<file path="config.mk">
export PLATFORM = sky130hd
export DESIGN_NAME = bk_word_packer
export DESIGN_NICKNAME = d
export VERILOG_FILES = /design/src/hw/sd_pkg.sv /design/src/hw/bk_pkg.sv /design/src/hw/bk_word_packer.sv
export SDC_FILE = /design/constraint.sdc
export NUM_CORES = 1
export LEC_CHECK = 0
export BUFFER_PORTS_ARGS = -buffer_cell sky130_fd_sc_hd__buf_2
export CORE_AREA = 3 3 82 60
export DETAILED_ROUTE_END_ITERATION = 10
export DIE_AREA = 0 0 85 63
export PLACE_DENSITY = 0.66
export SYNTH_ARGS = -nofsm -noshare
export SYNTH_HDL_FRONTEND = slang
export SYNTH_SLANG_ARGS = --single-unit
</file>
<file path="constraint.sdc">
create_clock -name clk_sys -period 3.7 [get_ports clk_sys]
set_input_delay 0.185 -clock clk_sys [delete_from_list [all_inputs] [get_ports clk_sys]]
set_output_delay 0.185 -clock clk_sys [all_outputs]
set_load 0.1 [all_outputs]
</file>
<file path="src/hw/sd_pkg.sv">
`default_nettype none

//====================================================================
// SD block host definitions
// Sector geometry and the byte, buffer index, sector number and
// image size types shared with the SD card host
//====================================================================

package sd_pkg;

	// Sector geometry
	localparam int SECTOR_BYTES = 512;
	localparam int SECTOR_SHIFT = $clog2(SECTOR_BYTES);

	// One byte of the host sector buffer
	typedef logic [7:0] sd_byte_t;

	// Byte index inside one sector
	typedef logic [SECTOR_SHIFT-1:0] sd_buf_addr_t;

	// Sector number on the card
	typedef logic [31:0] sd_lba_t;

	// Mounted image size in bytes
	typedef logic [31:0] sd_size_t;

endpackage

`default_nettype wire

</file>
<file path="src/hw/bk_pkg.sv">
`default_nettype none

//====================================================================
// Backup engine definitions
// Save RAM geometry, word and address types, engine state
//====================================================================

package bk_pkg;

	// 4096 words of 16 bits, 8 KB, 16 sectors
	localparam int BK_WORD_ADDR_W = 12;
	localparam int BK_WORDS       = 1 << BK_WORD_ADDR_W;
	localparam int BK_MAX_SECTORS = 16;
	localparam int BK_SECTOR_W    = 5;

	typedef logic [15:0] bk_word_t;

	// Word port and console byte port addresses
	typedef logic [BK_WORD_ADDR_W-1:0] bk_word_addr_t;
	typedef logic [BK_WORD_ADDR_W:0]   bk_byte_addr_t;

	// Sector count inside save RAM
	typedef logic [BK_SECTOR_W-1:0] bk_sector_t;

	typedef enum logic {
		IDLE,
		XFER
	} bk_state_t;

endpackage

`default_nettype wire

</file>
<file path="src/hw/bk_word_packer.sv">
`default_nettype none

//====================================================================
// Backup byte/word packer
// Joins SD buffer byte pairs into save RAM words on load, splits
// words back into bytes on save, steps the word address
//====================================================================

module bk_word_packer (
	input  logic                  clk_sys,
	input  logic                  reset,
	input  logic                  xfer_start,
	input  sd_pkg::sd_buf_addr_t  sd_buff_addr,
	input  sd_pkg::sd_byte_t      sd_buff_dout,
	input  logic                  sd_buff_wr,
	input  logic                  sd_buff_rd,
	input  bk_pkg::bk_word_t      word_rdata,
	output sd_pkg::sd_byte_t      sd_buff_din,
	output bk_pkg::bk_word_addr_t word_addr,
	output bk_pkg::bk_word_t      word_wdata,
	output logic                  word_we
);

	sd_pkg::sd_byte_t lo_byte;
	bk_pkg::bk_word_t rd_word;
	logic             byte_hi;

	// Odd index is the upper byte of the word
	assign byte_hi = sd_buff_addr[0];

	// ==================================================================
	// Word address
	// ==================================================================

	always_ff @(posedge clk_sys) begin
		if (reset) begin
			word_addr <= '0;
		end else if (xfer_start) begin
			word_addr <= '0;
		end else if ((sd_buff_wr | sd_buff_rd) & byte_hi) begin
			word_addr <= word_addr + 1'b1;
		end
	end

	// ==================================================================
	// Load path
	// ==================================================================

	// Word written on the upper byte strobe, same edge as the step
	assign word_we    = sd_buff_wr & byte_hi;
	assign word_wdata = {sd_buff_dout, lo_byte};

	always_ff @(posedge clk_sys) begin
		if (sd_buff_wr && !byte_hi) begin
			lo_byte <= sd_buff_dout;
		end
	end

	// ==================================================================
	// Save path
	// ==================================================================

	// Hold the word through the odd index that follows
	always_ff @(posedge clk_sys) begin
		if (!byte_hi) begin
			rd_word <= word_rdata;
		end
	end

	assign sd_buff_din = byte_hi ? rd_word[15:8] : rd_word[7:0];

	a_strobe_excl: assert property (@(posedge clk_sys) disable iff (reset)
		!(sd_buff_wr && sd_buff_rd));

endmodule

`default_nettype wire

</file>
Yosys cells after proc, flatten, opt, wreduce, memory -nomap -nowiden
Index checks and enable logic that the tools add are counted.
{"block": "totals", "input_bits": 38, "output_inout_bits": 37, "register_bits": 36, "wordCells": 11}
{"block": "classes", "bitwise": 3, "n_mux": 1, "add_sub_neg": 1, "n_reduce_logical": 3}
{"op": "$add 12x1->12 const B", "count": 1}
{"op": "$mux 8", "count": 1}
{"op": "$and 1x1->1", "count": 2}
{"op": "$reduce_or 2->1", "count": 1}
{"op": "$logic_and 1x1->1", "count": 1}
{"op": "$logic_not 1->1", "count": 1}
{"op": "$or 1x1->1", "count": 1}

Logic depth before layout (Yosys ltp)
Gate-level depths: netlist of run 1.
{"block": "logic_depth", "ltp_word": 2, "depth_mapped": 4, "ltp_nobuf": 4}

Worst setup path after synthesis of run 1
No wires, ideal clock.
{"block": "synth_path", "kind": "register to register", "startpoint": "register word_addr[0]", "endpoint": "register word_addr[10]", "slack_ps": 1533, "setup_time_ps": 70, "stages_incl_launch_ff": 5, "required_time_ps": 3630, "path_buffers": 0, "arrival_ps": 2097, "synth_period_minus_slack_ps": 2167, "cell_sequence": "dfxtp_1 > ha_1 > o211ai_2 > or4_1 > a21oi_1"}
{"block": "synth_via", "elab_chain_len": 1}
{"element": "start: declaration", "line": "bk_word_packer.sv:19", "text": "output bk_pkg::bk_word_addr_t word_addr,"}
{"element": "start signal: assignment", "line": "bk_word_packer.sv:41", "text": "word_addr <= word_addr + 1'b1;"}
{"element": "$add 12x1->12", "line": "bk_word_packer.sv:41"}
No other way between the ends.
A chain may end at the register's enable or synchronous reset.

Final worst setup path of run 1
{"block": "layout_path", "startpoint": "register word_addr[0]", "endpoint": "register word_addr[8]"}
The elaborated chain is that of the path after synthesis.

==> results of run 1 <==
-- layout make-up --
type | count | area, sq um | share of cell area, %
sequential | 36 | 961 | 51.5
multi-input combinational | 62 | 422 | 22.6
tap | 55 | 68.8 | 3.69
clock buffer | 7 | 76.3 | 4.09
clock inverter | 1 | 5.00 | 0.268
inverter | 1 | 3.75 | 0.201
timing repair buffer | 66 | 330 | 17.7
-- path summary, 6_finish.rpt --
| kind | endpoint | slack, ps | depth (start not counted) |
|---|---|---|---|
| max | word_addr[8] | 2130 | 4 |
| max reg2reg | word_addr[8] | 2130 | 4 |
| min reg2reg | word_addr[11] | 470 | 2 |
| min | rd_word[3] | 80 | 1 |
-- power by group --
group,switching (mW),internal (mW)
registers,0.00518,0.452
logic,0.180,0.0346
clock network,0.123,0.132
total,0.308,0.618
-- cells by family (layout without fill, tap and decap cells) --
family	after synthesis	count (layout)
buf+inv	11	75
flops	36	36
fa+ha+maj	1	1
simple gates	29	29
mux	10	10
xor+xnor	1	1
compound gates	21	21
-- critical path, stage by stage (launching register included) --
cell and delay, ps:
dfxtp_1 430, ha_1 190, o211ai_2 190, or4_1 560, a21oi_1 150
-- registers in the layout, summed over array words and instances, names as in the netlist --
signal,count
word_addr,12
rd_word,16
lo_byte,8
-- layout by cell type, fill, tap and decap left out --
master and n:
a21oi_1 9, and2_1 1, buf_2 66, clkbuf_1 2, clkbuf_8 5, clkinv_2 1
dfxtp_1 12, edfxtp_1 24, ha_1 1, inv_1 1, mux2_2 8, mux2i_1 2
nand2_1 6, nand3_1 1, nand4_1 5, nor2_1 3, nor2b_1 1, nor4_1 1
o211ai_1 2, o211ai_2 1, o21ai_0 4, o21ai_1 1, o31ai_1 4, or2_1 1
or2_2 1, or3_1 5, or4_1 4, xor2_1 1
-- routing by layer --
metal / up-vias / global-route usage (%) / wire [microns] / share of wire [%]
li1: 536 / - / - / -
met1: 499 / 13.8 / 1280 / 46
met2: 39 / 16.7 / 1300 / 46
met3: 2 / 5.01 / 220 / 7.9
met4: 0 / 1.78 / 8 / 0.29
met5: - / 0 / 0 / 0
==> flow_metrics.tcl, run 1 <==
set metrics [dict create \
    outcome "completed" \
    worst_slew_pin_slew_ps 672 \
    io_pins 75 \
    slew_viol_final 0 \
    start_util_pct 34.0 \
    pre_cts_ws_ps 2130 \
    synth_top_family_by_area "simple AND/OR/NAND/NOR gates" \
    drtPass1Iterations 4 \
    synth_edf_count 24 \
    die_area_sq_um 5360 \
    cts_sinks 36 \
    crit_fanout 10 \
    clock_latency_ps 270 \
    ys_seq_area_share_pct 66.1 \
    ctsResizeCount 0 \
    synth_fa_ha_area_share_pct 0.861 \
    cp-end-kind "register" \
    synth_xor_area_share_pct 0.602 \
    wl_per_cell_microns 12.3 \
    power_per_cell_area_nw_per_um2 496 \
    ys_ff_latch 36 \
    clockBufferDepth 2 \
    cts-buffers-inserted 5 \
    placed_cell_area_sq_um 1790 \
    ys_async_sr_fraction_pct 0 \
    start_kind "register" \
    worst_slack_ps 2130 \
    drc_errors 0 \
    clock_skew_ps 1.13 \
    core_sq_um 4280 \
    drive_above_1_share_pct 47.4 \
    cts_tree "built" \
    cts-root-buf "clkbuf_8" \
    cp-startpoint "word_addr[0]" \
    synth_cell_type_count 26 \
    setup-tns-final_ps 0 \
    yosysWarnings 0 \
    synth-compound-area-share_pct 8.78 \
    final_nets 211 \
    max_cap_viol_count 0 \
    synth_area_per_cell_sq_um 13.3 \
    holdWs_ps 83.7 \
    synth-simple-area-share_pct 11.2 \
    syn_nets 148 \
    rsz0062_at_grt "no" \
    yosysMostFrequentCell "edfxtp_1" \
    grt_overflow 0 \
    postRouteAntennaNets 0 \
    final_util_pct 43.6 \
    hold_class "in -> reg" \
    arrival_ps 1780 \
    fin_crit_sh_pct 42.5 \
    min_period_ps 1570 \
    fmaxAchievable_ghz 0.635 \
    die_y_microns 63 \
    finalHoldViolCount 0 \
    synthCells 109 \
    instances_no_fill 228 \
    path_class "reg -> reg" \
    worstReg2RegStart "word_addr[0]" \
    grt_pass1_vias 1013 \
    drt_wl_total_microns 2800 \
    grt_use_total_pct 10.7 \
    grt_max_degree 17 \
    synth.top_cells.by_area "edfxtp_1 50%, dfxtp_1 17%, mux2_2 6.2%, buf_4 4.1%, a21oi_1 3.1%" \
    muxShareOfSynthArea_pct 7.57 \
    die_x_microns 85 \
    finalSetupViolations 0 \
    hp-start "word_rdata[3]" \
    area_growth_pct 28.4 \
    fin_area_sq_um 1870 \
    io_buffers 66 \
    power_uw 927 \
    cts_setup_buffers 0 \
    synthesis.area_sq_um 1450 \
    hpwlAfterDp_microns 2100 \
    gp_congestion 0.745 \
    fill_cells 426 \
    antenna_found_initial 0 \
    placementRows 20 \
    dp_cells 220 \
    cts.clk_slew.worst_paths_ps 70 \
    synth_common_cells "24 x edfxtp_1, 12 x dfxtp_1, 9 x a21oi_1" \
    via_per_inst 4.72 \
    ir_worst_vdd_uv 263 \
    grt_pass1_wl_microns 4610 \
    synthFlopType "edfxtp_1" \
    htreeDepth 2 \
    drtIter0Drc 53 \
    timing.slew.headroom_pct 55.1 \
    p_leak_nw 0.747 \
    synth_top_area_share_pct 49.6 \
    diodes 0 \
    crit_required_ps 3910 \
    vias 1076 \
    synth_top_area_cell "edfxtp_1" \
    hold_buffers 0 \
]
Note: power is estimated with default switching activity, not from simulation.
==> inputs of run 2 (changes only) <==
==> constraint.sdc (replaced) <==
create_clock -name clk_sys -period 1.52 [get_ports clk_sys]
set_input_delay 0.076 -clock clk_sys [delete_from_list [all_inputs] [get_ports clk_sys]]
set_output_delay 0.076 -clock clk_sys [all_outputs]
set_load 0.1 [all_outputs]
==> flow_metrics.tcl, run 2 (synthesis results as in run 1) <==
set metrics [dict create \
    fin_area_sq_um 2170 \
    outcome "completed" \
    worst_slew_pin_slew_ps 580 \
    via_per_inst 4.80 \
    layout_common_cells "66 x buf_2, 24 x dlygate4sd3_1, 24 x edfxtp_1" \
    postRouteAntennaNets 0 \
    power_per_cell_area_nw_per_um2 1060 \
    clock_skew_ps 10.8 \
    cts-root-buf "clkbuf_8" \
    timing.slew.headroom_pct 61.3 \
    die_y_microns 63 \
    drtIter0Drc 41 \
    max_cap_viol_count 0 \
    ir_worst_vdd_uv 544 \
    hpwlAfterDp_microns 2350 \
    wl_per_cell_microns 13.9 \
    cp-end-kind "register" \
    fmaxAchievable_ghz 0.722 \
    io_pins 75 \
    drive_above_1_share_pct 48.0 \
    placed_cell_area_sq_um 1850 \
    grt_max_degree 17 \
    drt_wl_total_microns 3520 \
    drc_errors 0 \
    layout_commonest_cell "buf_2" \
    cts.clk_slew.worst_paths_ps 70 \
    die_x_microns 85 \
    grt_use_total_pct 13.2 \
    setup-tns-final_ps 0 \
    clockBufferDepth 2 \
    crit_fanout 6 \
    diodes 0 \
    io_buffers 66 \
    rsz0062_at_grt "no" \
    cts-buffers-inserted 5 \
    power_mw 2.31 \
    area_growth_pct 49.4 \
    crit_required_ps 1730 \
    clock_latency_ps 280 \
    grt_overflow 0 \
    die_area_sq_um 5360 \
    grt_pass1_vias 1203 \
    reg_top3 "rd_word (16), word_addr (12), lo_byte (8)" \
    largest_reg_flops 16 \
    final_nets 236 \
    placementRows 20 \
    worst_slack_ps 134 \
    cts_tree "built" \
    largest_register "rd_word" \
    min_period_ps 1390 \
    cts_sinks 36 \
    core_sq_um 4280 \
    r2r_cells 3 \
    p_leak_nw 0.856 \
    start_util_pct 34.0 \
    start_kind "register" \
    gp_congestion 0.784 \
    path_class "reg -> reg" \
    hold_depth 4 \
    vias 1215 \
    htreeDepth 2 \
    drtPass1Iterations 4 \
    antenna_found_initial 0 \
    cts_setup_buffers 0 \
    slew_viol_final 0 \
    fin_crit_sh_pct 91.2 \
    finalSetupViolations 0 \
    hold_class "in -> reg" \
    finalHoldViolCount 0 \
    grt_pass1_wl_microns 5470 \
    arrival_ps 1600 \
    pre_cts_ws_ps 108 \
]
run 2: changes by cell type in the layout (fill, tap and decap cells not counted), sizes merged:
| cell | before | now |
|---|---|---|
| buf | 66 | 67 |
| dlygate4sd3 | 0 | 24 |
run 2: repair_timing:
item | CTS | global route
endpoints found under the setup margin | 0 | 0
resized for setup | 0 | 0
hold buffers | 24 | 0
endpoints found under the hold margin | 24 | 0
run 2: per-stage QoR:
| step | hold slack [ps] | utilization (%) | instances |
|---|---|---|---|
| floorplan | 175 | - | 109 |
| global placement | 253 | 43.2 | 221 |
| detailed placement | 254 | 43.2 | 221 |
| CTS | 71.4 | 50.8 | 253 |
| global route | 101 | 50.8 | 253 |
| finish | 83.5 | 50.8 | 253 |
run 2: final cells by class:
class	count	area [sq um]
fill	379	2110
sequential	36	997
timing repair buffer	91	578
multi-input combinational	62	443
clock buffer	7	76.3
tap	55	68.8
clock inverter	1	5.00
inverter	1	3.75
run 2: metal layers:
| metal | vias to the layer above | GRT usage (%) | wire length [microns] |
|---|---|---|---|
| li1 | 590 | - | - |
| met1 | 555 | 13.6 | 1340 |
| met2 | 59 | 23.9 | 1830 |
| met3 | 11 | 3.16 | 232 |
| met4 | 0 | 7.71 | 117 |
| met5 | - | 0 | 0 |
run 2: critical path: stages (launching register included):
cell	delay, ps
dfxtp_4	390
nand4_1	220
or4_1	570
a21oi_1	150
run 2: worst paths after layout:
path / startpoint / endpoint / slack [ps]
setup / recovery: word_addr[0] / word_addr[7] / 130
hold / removal: reset / word_addr[11] / 80
setup reg to reg: word_addr[0] / word_addr[7] / 130
hold reg to reg: word_addr[11] / word_addr[11] / 490
run 2: power by group:
part / total [mW] / switching, mW / internal (mW)
Combinational: 0.579 / 0.452 / 0.127
Clock: 0.634 / 0.313 / 0.321
Sequential: 1.10 / 0.0147 / 1.08
Total: 2.31 / 0.779 / 1.53
