### src/hw/sd_pkg.sv
`default_nettype none

//====================================================================
// SD block host definitions
// Sector geometry and the byte, buffer index, sector number and
// image size types shared with the SD card host
//====================================================================

package sd_pkg;

	// Sector geometry
	localparam int SECTOR_BYTES = 512;
	localparam int SECTOR_SHIFT = $clog2(SECTOR_BYTES);

	// One byte of the host sector buffer
	typedef logic [7:0] sd_byte_t;

	// Byte index inside one sector
	typedef logic [SECTOR_SHIFT-1:0] sd_buf_addr_t;

	// Sector number on the card
	typedef logic [31:0] sd_lba_t;

	// Mounted image size in bytes
	typedef logic [31:0] sd_size_t;

endpackage

`default_nettype wire

### src/hw/bk_pkg.sv
`default_nettype none

//====================================================================
// Backup engine definitions
// Save RAM geometry, word and address types, engine state
//====================================================================

package bk_pkg;

	// 4096 words of 16 bits, 8 KB, 16 sectors
	localparam int BK_WORD_ADDR_W = 12;
	localparam int BK_WORDS       = 1 << BK_WORD_ADDR_W;
	localparam int BK_MAX_SECTORS = 16;
	localparam int BK_SECTOR_W    = 5;

	typedef logic [15:0] bk_word_t;

	// Word port and console byte port addresses
	typedef logic [BK_WORD_ADDR_W-1:0] bk_word_addr_t;
	typedef logic [BK_WORD_ADDR_W:0]   bk_byte_addr_t;

	// Sector count inside save RAM
	typedef logic [BK_SECTOR_W-1:0] bk_sector_t;

	typedef enum logic {
		IDLE,
		XFER
	} bk_state_t;

endpackage

`default_nettype wire

### src/hw/bk_sector_counter.sv
`default_nettype none

//====================================================================
// Backup sector counter
// Current sector number of a transfer and last sector flag
//====================================================================

module bk_sector_counter (
	input  logic               clk_sys,
	input  logic               reset,
	input  logic               xfer_start,
	input  logic               sector_step,
	input  bk_pkg::bk_sector_t last_lba,
	output sd_pkg::sd_lba_t    sd_lba,
	output logic               last_sector
);

	bk_pkg::bk_sector_t sector;

	always_ff @(posedge clk_sys) begin
		if (reset) begin
			sector <= '0;
		end else if (xfer_start) begin
			sector <= '0;
		end else if (sector_step) begin
			sector <= sector + 1'b1;
		end
	end

	assign sd_lba      = sd_pkg::sd_lba_t'(sector);
	assign last_sector = (sector == last_lba);

	// The FSM never steps past the final sector
	a_no_overrun: assert property (@(posedge clk_sys) disable iff (reset)
		sector_step |-> sector < last_lba);

endmodule

`default_nettype wire

### config.mk
export PLATFORM = sky130hd
export DESIGN_NAME = bk_sector_counter
export DESIGN_NICKNAME = d
export VERILOG_FILES = /design/src/hw/sd_pkg.sv /design/src/hw/bk_pkg.sv /design/src/hw/bk_sector_counter.sv
export SDC_FILE = /design/constraint.sdc
export NUM_CORES = 1
export LEC_CHECK = 0
export BUFFER_PORTS_ARGS = -buffer_cell sky130_fd_sc_hd__buf_2
export CAP_MARGIN = 15
export CELL_PAD_IN_SITES_DETAIL_PLACEMENT = 0
export CELL_PAD_IN_SITES_GLOBAL_PLACEMENT = 1
export CORE_AREA = 4 4 50 52
export DETAILED_ROUTE_END_ITERATION = 6
export DIE_AREA = 0 0 54 56
export PLACE_DENSITY = 0.73
export SYNTH_ARGS = -nofsm -noshare
export SYNTH_HDL_FRONTEND = slang
export SYNTH_SLANG_ARGS = --single-unit
### constraint.sdc
create_clock -name clk_sys -period 1.42 [get_ports clk_sys]
set_clock_uncertainty 0.2 [all_clocks]
set_input_delay 0 -clock clk_sys [delete_from_list [all_inputs] [get_ports clk_sys]]
set_output_delay 0 -clock clk_sys [all_outputs]
set_load 0.01 [all_outputs]
* Yosys cells after proc, flatten, opt, wreduce, memory -nomap -nowiden
Index checks and enable logic that the tools add are counted.
** Word-level totals
- Bits in registers :: 5
- Input bits :: 9
** Cells by class
- Add/subtract/negate cells :: 1
- Eq/ne operators :: 1
- Reduce and logical (&&, ||, !) cells :: 1
** Operators with widths (count)
- adder 5 x 1 -> 5 bit (second input constant) :: 1
- == test 5 bit :: 1
- OR reduction 2 bit :: 1

* Depth between registers and ports, before layout
Gate-level depths: netlist (run 1).
- Word-level depth :: 1
- Depth in mapped cells :: 4

* Worst setup path after synthesis (run 1)
No wires, ideal clock.
- Path type :: reg-to-reg
- From :: reg sector[0]
- To :: reg sector[4]
- Library setup time :: 78 ps
- Arrival time :: 992 ps
- Required time :: 1142 ps
- Slack :: 150 ps
- Stages on the path, launching flop included :: 5
- Path buffers :: 0
- Clock period less this slack :: 1270 ps
- Path through :: dfxtp_1 ha_1 nand4_1 xor2_1 nor3_1
** On the way
- Longest elaborated chain between the ends :: 1
** Ends and longest elaborated chain
- start: declaration :: line bk_sector_counter.sv:18 : bk_pkg::bk_sector_t sector;
- start signal: assignment :: line bk_sector_counter.sv:26 : sector <= sector + 1'b1;
- adder 5 x 1 -> 5 bit :: line bk_sector_counter.sv:26
No other way between the ends.
A chain may end at the register's enable or synchronous reset.

* Worst setup path after layout (run 1)
- From :: reg sector[0]
- To :: out last_sector
** On the way
- Longest elaborated chain between the ends :: 1
** Ends and longest elaborated chain
- == test 5 bit :: line bk_sector_counter.sv:31 : assign last_sector = (sector == last_lba);
- end: declaration :: line bk_sector_counter.sv:15 : output logic last_sector
No other way between the ends.

==> results of run 1 <==
==> cell families (layout without fill, tap and decap cells) <==
family,Yosys count,count (layout),share of synthesized area
AND/OR/NAND/NOR,10,10,0.112
multiplexers,1,1,0.0218
XOR/XNOR,9,9,0.172
flip-flops,5,5,0.218
adder cells (fa/ha/maj),1,1,0.0272
buffers and inverters,27,22,0.441
other,1,27,0.00817
==> synth_stat cells <==
library cell	count
buf_4	27
conb_1	1
dfxtp_1	5
ha_1	1
mux2i_1	1
nand2_1	1
nand3_1	1
nand4_1	2
nor3_1	6
xnor2_1	4
xor2_1	5
==> layer usage <==
metal / up-vias / GRT usage / wire [um] / share of wire
li1: 164 / - / - / -
met1: 138 / 0.0625 / 306 / 0.36
met2: 26 / 0.0640 / 387 / 0.45
met3: 0 / 0.0295 / 167 / 0.19
met4: 0 / 0.0427 / 0 / 0
met5: - / 0 / 0 / 0
==> worst min-delay path by stage <==
| stage | end | slack (ps) |
|---|---|---|
| floorplan | sector[0] | -120 |
| global placement | sector[0] | 30 |
| detailed placement | sector[0] | 40 |
| CTS | last_sector | 170 |
| global route | last_sector | 200 |
| finish | last_sector | 170 |
==> area by class of cell <==
type                            instances  area, um^2
Multi-Input combinational cell         48         254
Fill cell                             246        1580
Sequential cell                         5         104
Tap cell                               28        35.0
Timing Repair Buffer                   18         108
Clock buffer                            4        26.3
==> what timing repair did <==
item,4_1_cts,5_1_grt
endpoints found under the hold margin,5,0
gates resized for setup,0,3
hold buffers,3,0
endpoints found under the setup margin,0,1
==> placed cells by master (no fill, tap or decap), drive strengths merged <==
| cell type | count |
|---|---|
| nand3 | 1 |
| dfxtp | 5 |
| mux2i | 1 |
| clkbuf | 4 |
| nand4 | 2 |
| conb | 27 |
| xor2 | 5 |
| nand2 | 1 |
| buf | 15 |
| ha | 1 |
| nor3 | 6 |
| xnor2 | 4 |
| dlygate4sd3 | 3 |
==> power by group through the flow <==
stage	clock [mW]	sequential, mW	combinational [mW]
after floorplan	0	0.149	0.0999
after global placement	0	0.147	0.0702
after detailed placement	0	0.147	0.0710
after CTS	0.170	0.144	0.0779
after global routing	0.176	0.145	0.0886
final	0.161	0.145	0.0792
==> metrics by stage <==
stage / TNS [ps] / utilization / hold slack [ps] / worst slack, ps
floorplan: 0 / - / -123 / 150
global placement: 0 / 0.222 / 31.1 / 184
detailed placement: 0 / 0.222 / 43.2 / 139
CTS: 0 / 0.248 / 173 / 8.54
global route: -0.598 / 0.250 / 203 / -0.598
finish: 0 / 0.250 / 169 / 74.2
==> tightest hold or removal path, delay by kind of cell <==
kind	cells	cell delay, ps
buffers and inverters	2	210
AND/OR/NAND/NOR	2	100
XOR/XNOR	1	50
==> run summary, run 1 <==
max cap viols - 0
HP Class - primary input to output port
total global routing overflow - 0
Pint - 0.275 mW
crit share post-route - 0.948
f_max - 743 MHz
vias per cell - 3.18
CP delay by family, top - flip-flops
top flop regs - sector x5
switching pwr - 0.110 mW
final non-filler cell total - 103
routed len/inst - 8.36 um
routability congestion estimate - 0.711
drt total wl - 861 um
maximum VDD drop - 0.160 mV
Clock Latency Late Sink - 240 ps
Leak - 0.278 nW
FF-to-FF End - sector[4]
Avg Cell Area, Syn - 8.50 um^2
post-layout net count - 86
Die Y - 56 um
share of layout cells above drive strength 1 - 0.280
critical path type - register to output port
Final Hold Viols - 0
logic gate share of total power - 0.206
CP endpoint kind - output port
placed cell count - 96
R2R setup slack - 200 ps
antenna viol nets, final - 0
status - completed
Initial Utilization - 0.218
#FFs+latches synth - 5
Max FO, Critical Path - 4
reg2reg path depth - 4
initial antenna violation count - 0
number of synthesis warnings - 0
WP buf/inv - 2
vias in the first global route - 267
# port buffers - 14
worst hold start - last_lba[3]
CTS Buf Count - 3
Diodes inserted - 0
max reg flops - 5
sw frac - 0.285
Die W - 54 um
vias after detailed routing - 328
Top reg by flops - sector
Root Driver - clkbuf_4
critical path startpoint category - register
Arr. time, crit path - 1150 ps
Pwr Total - 0.385 mW
slowest stage delay, CP - 310 ps
Mapped Area - 459 um^2
Pre-antenna DRT Iters - 2
I/O pins - 42
CTS max path bufs - 2
CTS tree - yes
minimum clock period - 1350 ps
Rows - 17
largest area contributor in the netlist - buf_4
Post-Synthesis Cells - 54
Yosys top cell area share - 0.441
clk sinks - 5
post-route cell area - 527 um^2
core area - 2110 um^2
largest net degree at the start of global routing - 6
sequential share of power - 0.375
Reg clk slew, reported paths - 40 ps
Slew Viols, Final - 0
crit-path cells - buf_4 -> xor2_1 -> nor3_1 -> buf_2
critical path's slowest cell - dfxtp_1
# setup viols final - 0
Hold Crit Depth - 5
Clk pwr share - 0.419
r2r startpoint - sector[1]
Worst EP required - 1220 ps
area grow syn2layout - 14.7%
Power Density - 731 nW/um^2
Yosys cell types - 11
die area - 3020 um^2
top cells by area, synth - buf_4, dfxtp_1, xor2_1
GR Util All Layers - 0.0520
first-pass GRT wire length - 1100 um
instance count on the critical path - 4
H-tree levels - 1
Remaining DRCs - 0
CP Launch Point - sector[0]
setup bufs post-CTS - 0
CP endpoint - last_sector
placed wire-length estimate - 724 um
placed instance area - 467 um^2
Iteration-0 DRC Markers - 5
Seq/Total Area, Yosys - 0.218
No activity file was read; power rests on OpenSTA's default activity.
==> run 2: changes to the inputs <==
CTS_BUF_LIST = sky130_fd_sc_hd__clkbuf_16   (was default)
==> run summary, run 2 (synthesis gave the netlist of run 1 again) <==
Worst EP required - 1220 ps (about the same)
maximum VDD drop - 0.424 mV (was 0.160 mV)
GR Util All Layers - 0.0536 (was 0.0520)
share of layout cells above drive strength 1 - 0.253 (was 0.280)
Clock Latency Late Sink - 230 ps (was 240 ps)
CTS max path bufs - 2 (unchanged)
Max FO, Critical Path - 4 (unchanged)
I/O pins - 42 (unchanged)
vias after detailed routing - 332 (was 328)
slowest stage delay, CP - 390 ps (was 310 ps)
post-layout net count - 86 (unchanged)
Power Density - 1170 nW/um^2 (was 731 nW/um^2)
critical path's slowest cell - dfxtp_1 (unchanged)
Root Driver - clkbuf_16 (was clkbuf_4)
crit share post-route - 0.953 (was 0.948)
Reg clk slew, reported paths - 30 ps (was 40 ps)
drt total wl - 873 um (was 861 um)
critical path type - register to output port (unchanged)
Top reg by flops - sector (unchanged)
# port buffers - 14 (unchanged)
Hold Crit Depth - 5 (unchanged)
vias per cell - 3.22 (was 3.18)
Rows - 17 (unchanged)
crit-path cells - xnor2_1 -> nand3_1 -> nor3_1 -> buf_2 (was buf_4 -> xor2_1 -> nor3_1 -> buf_2)
# setup viols final - 0 (unchanged)
reg2reg path depth - 4 (unchanged)
routability congestion estimate - 0.711 (unchanged)
Die W - 54 um (unchanged)
Final Hold Viols - 0 (unchanged)
Arr. time, crit path - 1150 ps (about the same)
commonest non-fill, non-tap cell in the layout - conb_1 (unchanged)
Slew Viols, Final - 0 (unchanged)
critical path startpoint category - register (unchanged)
CTS Buf Count - 3 (unchanged)
routed len/inst - 8.48 um (was 8.36 um)
Initial Utilization - 0.218 (unchanged)
H-tree levels - 1 (unchanged)
Pre-antenna DRT Iters - 4 (was 2)
initial antenna violation count - 0 (unchanged)
antenna viol nets, final - 0 (unchanged)
core area - 2110 um^2 (unchanged)
minimum clock period - 1350 ps (about the same)
first-pass GRT wire length - 1140 um (was 1100 um)
placed wire-length estimate - 724 um (unchanged)
vias in the first global route - 274 (was 267)
area grow syn2layout - 25.6% (was 14.7%)
total global routing overflow - 0 (unchanged)
HP Class - primary input to output port (unchanged)
f_max - 739 MHz (was 743 MHz)
top flop regs - sector x5 (unchanged)
setup tns final - 0 ps (unchanged)
final core utilization - 0.274 (was 0.250)
Leak - 0.304 nW (was 0.278 nW)
commonest non-fill, non-tap cells in the layout - conb_1, buf_2, nor3_1, xor2_1 (was conb_1, buf_2, nor3_1, xor2_1, xnor2_1)
Diodes inserted - 0 (unchanged)
largest net degree at the start of global routing - 6 (unchanged)
clk sinks - 5 (unchanged)
RSZ-0062 raised after global routing - no
die area - 3020 um^2 (unchanged)
Die Y - 56 um (unchanged)
CP delay by family, top - flip-flops (unchanged)
Iteration-0 DRC Markers - 9 (was 5)
CP endpoint kind - output port (unchanged)
CTS tree - yes (unchanged)
max reg flops - 5 (unchanged)
status - completed (unchanged)
instance count on the critical path - 4 (unchanged)
WP buf/inv - 1 (was 2)
max cap viols - 0 (unchanged)
Remaining DRCs - 0 (unchanged)
==> run 2: layer usage <==
metal	GRT usage	wire length, um	vias up
met4	0.0534	31	0
li1	-	-	161
met2	0.0675	355	29
met3	0.0214	162	3
met1	0.0641	324	139
met5	0	0	-
==> run 2: tightest hold or removal path: cells and delay by family <==
kind / cells / cell delay, ps
and+or+nand+nor: 2 / 100
xor gates and xnor gates: 1 / 50
buffers and inverters: 2 / 210
==> run 2: what timing repair did <==
action | CTS | global route
gates resized for setup | 0 | 1
hold endpoints to repair | 5 | 0
setup buffers | 0 | 0
setup endpoints to repair | 0 | 1
hold buffers | 3 | 0
==> run 2: layout make-up <==
cell class | count | area, um^2
timing repair buffer | 18 | 108
fill | 236 | 1530
clock buffer | 3 | 75.1
sequential | 5 | 101
multi-input combinational | 48 | 254
clock inverter | 1 | 3.75
tap | 28 | 35.0
==> run 2: path summary, 6_finish.rpt <==
path / startpoint / to / slack (ps)
max reg2reg: sector[1] / sector[4] / 210
min: last_lba[3] / last_sector / 170
max: sector[3] / last_sector / 70
min reg2reg: sector[1] / sector[1] / 360
==> run 2: stage by stage <==
stage,total power [mW],cells,setup slack (ps),hold slack (ps),instance area (um^2)
2_1_floorplan,0.249,80,150,-123,557
3_3_place_gp,0.217,96,184,31.1,467
3_5_place_dp,0.218,96,139,43.2,467
4_1_cts,0.685,103,28.3,173,576
5_1_grt,0.703,103,2.66,203,577
6_report,0.677,103,66.1,169,577
==> run 2: where the power goes <==
group | leakage [nW] | switching, mW | internal [mW]
clock network | 0.0423 | 0.0882 | 0.364
logic | 0.221 | 0.0531 | 0.0262
registers | 0.0409 | 0.00155 | 0.144
total | 0.304 | 0.143 | 0.534
==> run 3: changes to the inputs <==
SETUP_SLACK_MARGIN = 0.4   (was default)
==> run summary, run 3 (synthesis gave the netlist of run 1 again) <==
Clock Latency Late Sink - 230 ps (about the same)
first-pass GRT wire length - 1200 um (was 1140 um)
met2 usage - 0.0830 (was 0.0675)
met1 usage in global routing - 0.0591 (was 0.0641)
Iteration-0 DRC Markers - 4 (was 9)
critical path startpoint category - register (unchanged)
clk sinks - 5 (unchanged)
Pwr Total - 0.684 mW (was 0.677 mW)
Fillers - 224 (was 236)
Pre-antenna DRT Iters - 5 (was 4)
crit share post-route - 0.906 (was 0.953)
initial antenna violation count - 0 (unchanged)
H-tree levels - 1 (unchanged)
Reg clk slew, reported paths - 30 ps (about the same)
CP Launch Point - sector[1] (was sector[3])
Power Density - 1070 nW/um^2 (was 1170 nW/um^2)
area grow syn2layout - 39.8% (was 25.6%)
Remaining DRCs - 0 (unchanged)
Leak - 0.329 nW (was 0.304 nW)
Worst EP required - 1220 ps (about the same)
f_max - 777 MHz (was 739 MHz)
Top Usage Layer GRT - met2 (unchanged)
CTS tree - yes (unchanged)
r2r startpoint - sector[1] (unchanged)
crit-path cells - xnor2_2 -> nand3_1 -> nor3_2 -> buf_2 (was xnor2_1 -> nand3_1 -> nor3_1 -> buf_2)
Hold Crit Depth - 3 (was 5)
Hold-fix buffers, CTS - 2 (was 3)
critical path type - register to output port (unchanged)
commonest non-fill, non-tap cell in the layout - conb_1 (unchanged)
failing checks - hold timing
Top reg by flops - sector (unchanged)
final non-filler cell total - 105 (was 103)
status - complete, but fails checks (was completed)
vias per cell - 3.27 (was 3.22)
# setup viols final - 0 (unchanged)
RSZ-0062 raised after global routing - yes (was no)
critical path's slowest cell - dfxtp_4 (was dfxtp_1)
die area - 3020 um^2 (unchanged)
slowest stage delay, CP - 360 ps (was 390 ps)
core area - 2110 um^2 (unchanged)
placed cell count - 95 (was 96)
Final Hold Viols - 3 (was 0)
commonest non-fill, non-tap cells in the layout - conb_1, buf_2, xor2_1, nor3_1 (was conb_1, buf_2, nor3_1, xor2_1)
max reg flops - 5 (unchanged)
WHS - -89.1 ps (was 169 ps)
Arr. time, crit path - 1090 ps (was 1150 ps)
# port buffers - 14 (unchanged)
Worst Slack Setup Final - 133 ps (was 66.1 ps)
drt total wl - 883 um (was 873 um)
Max FO, Critical Path - 4 (unchanged)
Slew Viols, Final - 0 (unchanged)
reg2reg path depth - 5 (was 4)
CP endpoint - last_sector (unchanged)
top flop regs - sector x5 (unchanged)
setup tns final - 0 ps (unchanged)
placed wire-length estimate - 704 um (was 724 um)
routability congestion estimate - 0.749 (was 0.711)
maximum VDD drop - 0.413 mV (was 0.424 mV)
routed len/inst - 8.41 um (was 8.48 um)
vias in the first global route - 259 (was 274)
minimum clock period - 1290 ps (was 1350 ps)
vias after detailed routing - 343 (was 332)
CP endpoint kind - output port (unchanged)
Die W - 54 um (unchanged)
I/O pins - 42 (unchanged)
Root Driver - clkbuf_16 (unchanged)
total global routing overflow - 0 (unchanged)
share of layout cells above drive strength 1 - 0.390 (was 0.253)
CTS Buf Count - 3 (unchanged)
largest net degree at the start of global routing - 6 (unchanged)
HP Class - primary input to register (was primary input to output port)
worst slack, placed - 247 ps (was 139 ps)
Rows - 17 (unchanged)
FF-to-FF End - sector[3] (was sector[4])
Initial Utilization - 0.218 (unchanged)
CTS max path bufs - 2 (unchanged)
antenna viol nets, final - 0 (unchanged)
met3 Use GR - 0.0429 (was 0.0214)
post-layout net count - 88 (was 86)
Die Y - 56 um (unchanged)
R2R setup slack - 190 ps (was 210 ps)
Diodes inserted - 0 (unchanged)
GR Util All Layers - 0.0593 (was 0.0536)
max cap viols - 0 (unchanged)
## run 3: power by group
part | leakage, nW | internal (mW) | switching, mW | total (mW)
combinational | 0.243 | 0.0294 | 0.0536 | 0.0830
clock | 0.0423 | 0.365 | 0.0915 | 0.456
sequential | 0.0435 | 0.141 | 0.00392 | 0.145
total | 0.329 | 0.535 | 0.149 | 0.684
## run 3: area by class of cell
cell class | instances | area, um^2 | area share
tap | 28 | 35.0 | 0.0546
sequential | 5 | 111 | 0.173
timing repair buffer | 20 | 130 | 0.203
clock inverter | 1 | 3.75 | 0.00585
multi-input combinational | 48 | 287 | 0.446
clock buffer | 3 | 75.1 | 0.117
## run 3: how the worst min path moves through the flow
stage	from	end	slack, ps
2_1_floorplan	reset	sector[0]	-130
3_3_place_gp	reset	sector[0]	30
3_5_place_dp	reset	sector[0]	30
4_1_cts	sector_step	sector[0]	-90
5_1_grt	sector_step	sector[0]	-60
6_report	sector_step	sector[0]	-90
## run 3: stage by stage
stage,utilization,cell area (um^2)
4_1_cts,0.293,617
6_report,0.305,642
3_3_place_gp,0.231,487
3_5_place_dp,0.231,487
5_1_grt,0.305,642
2_1_floorplan,-,584
## run 3: worst max-delay path, delay by kind of cell (launching register included)
family                    cells  cell delay [ps]
and+or+nand+nor               2              210
buffers and inverters         1              150
xor gates and xnor gates      1              140
DFF                           1              360
## run 3: routing by layer
metal | up-vias | part of all wire | wire [um]
met1 | 150 | 0.35 | 305
met3 | 0 | 0.18 | 158
met4 | 0 | 0 | 0
met2 | 25 | 0.48 | 420
met5 | - | 0 | 0
li1 | 168 | - | -
## run 3: timing repair
item                                    in CTS  in global routing
resized for setup                            3                  2
endpoints found under the hold margin        5                  2
pin swaps                                    2                  0
setup buffers                                2                  2
endpoints found under the setup margin       5                  7
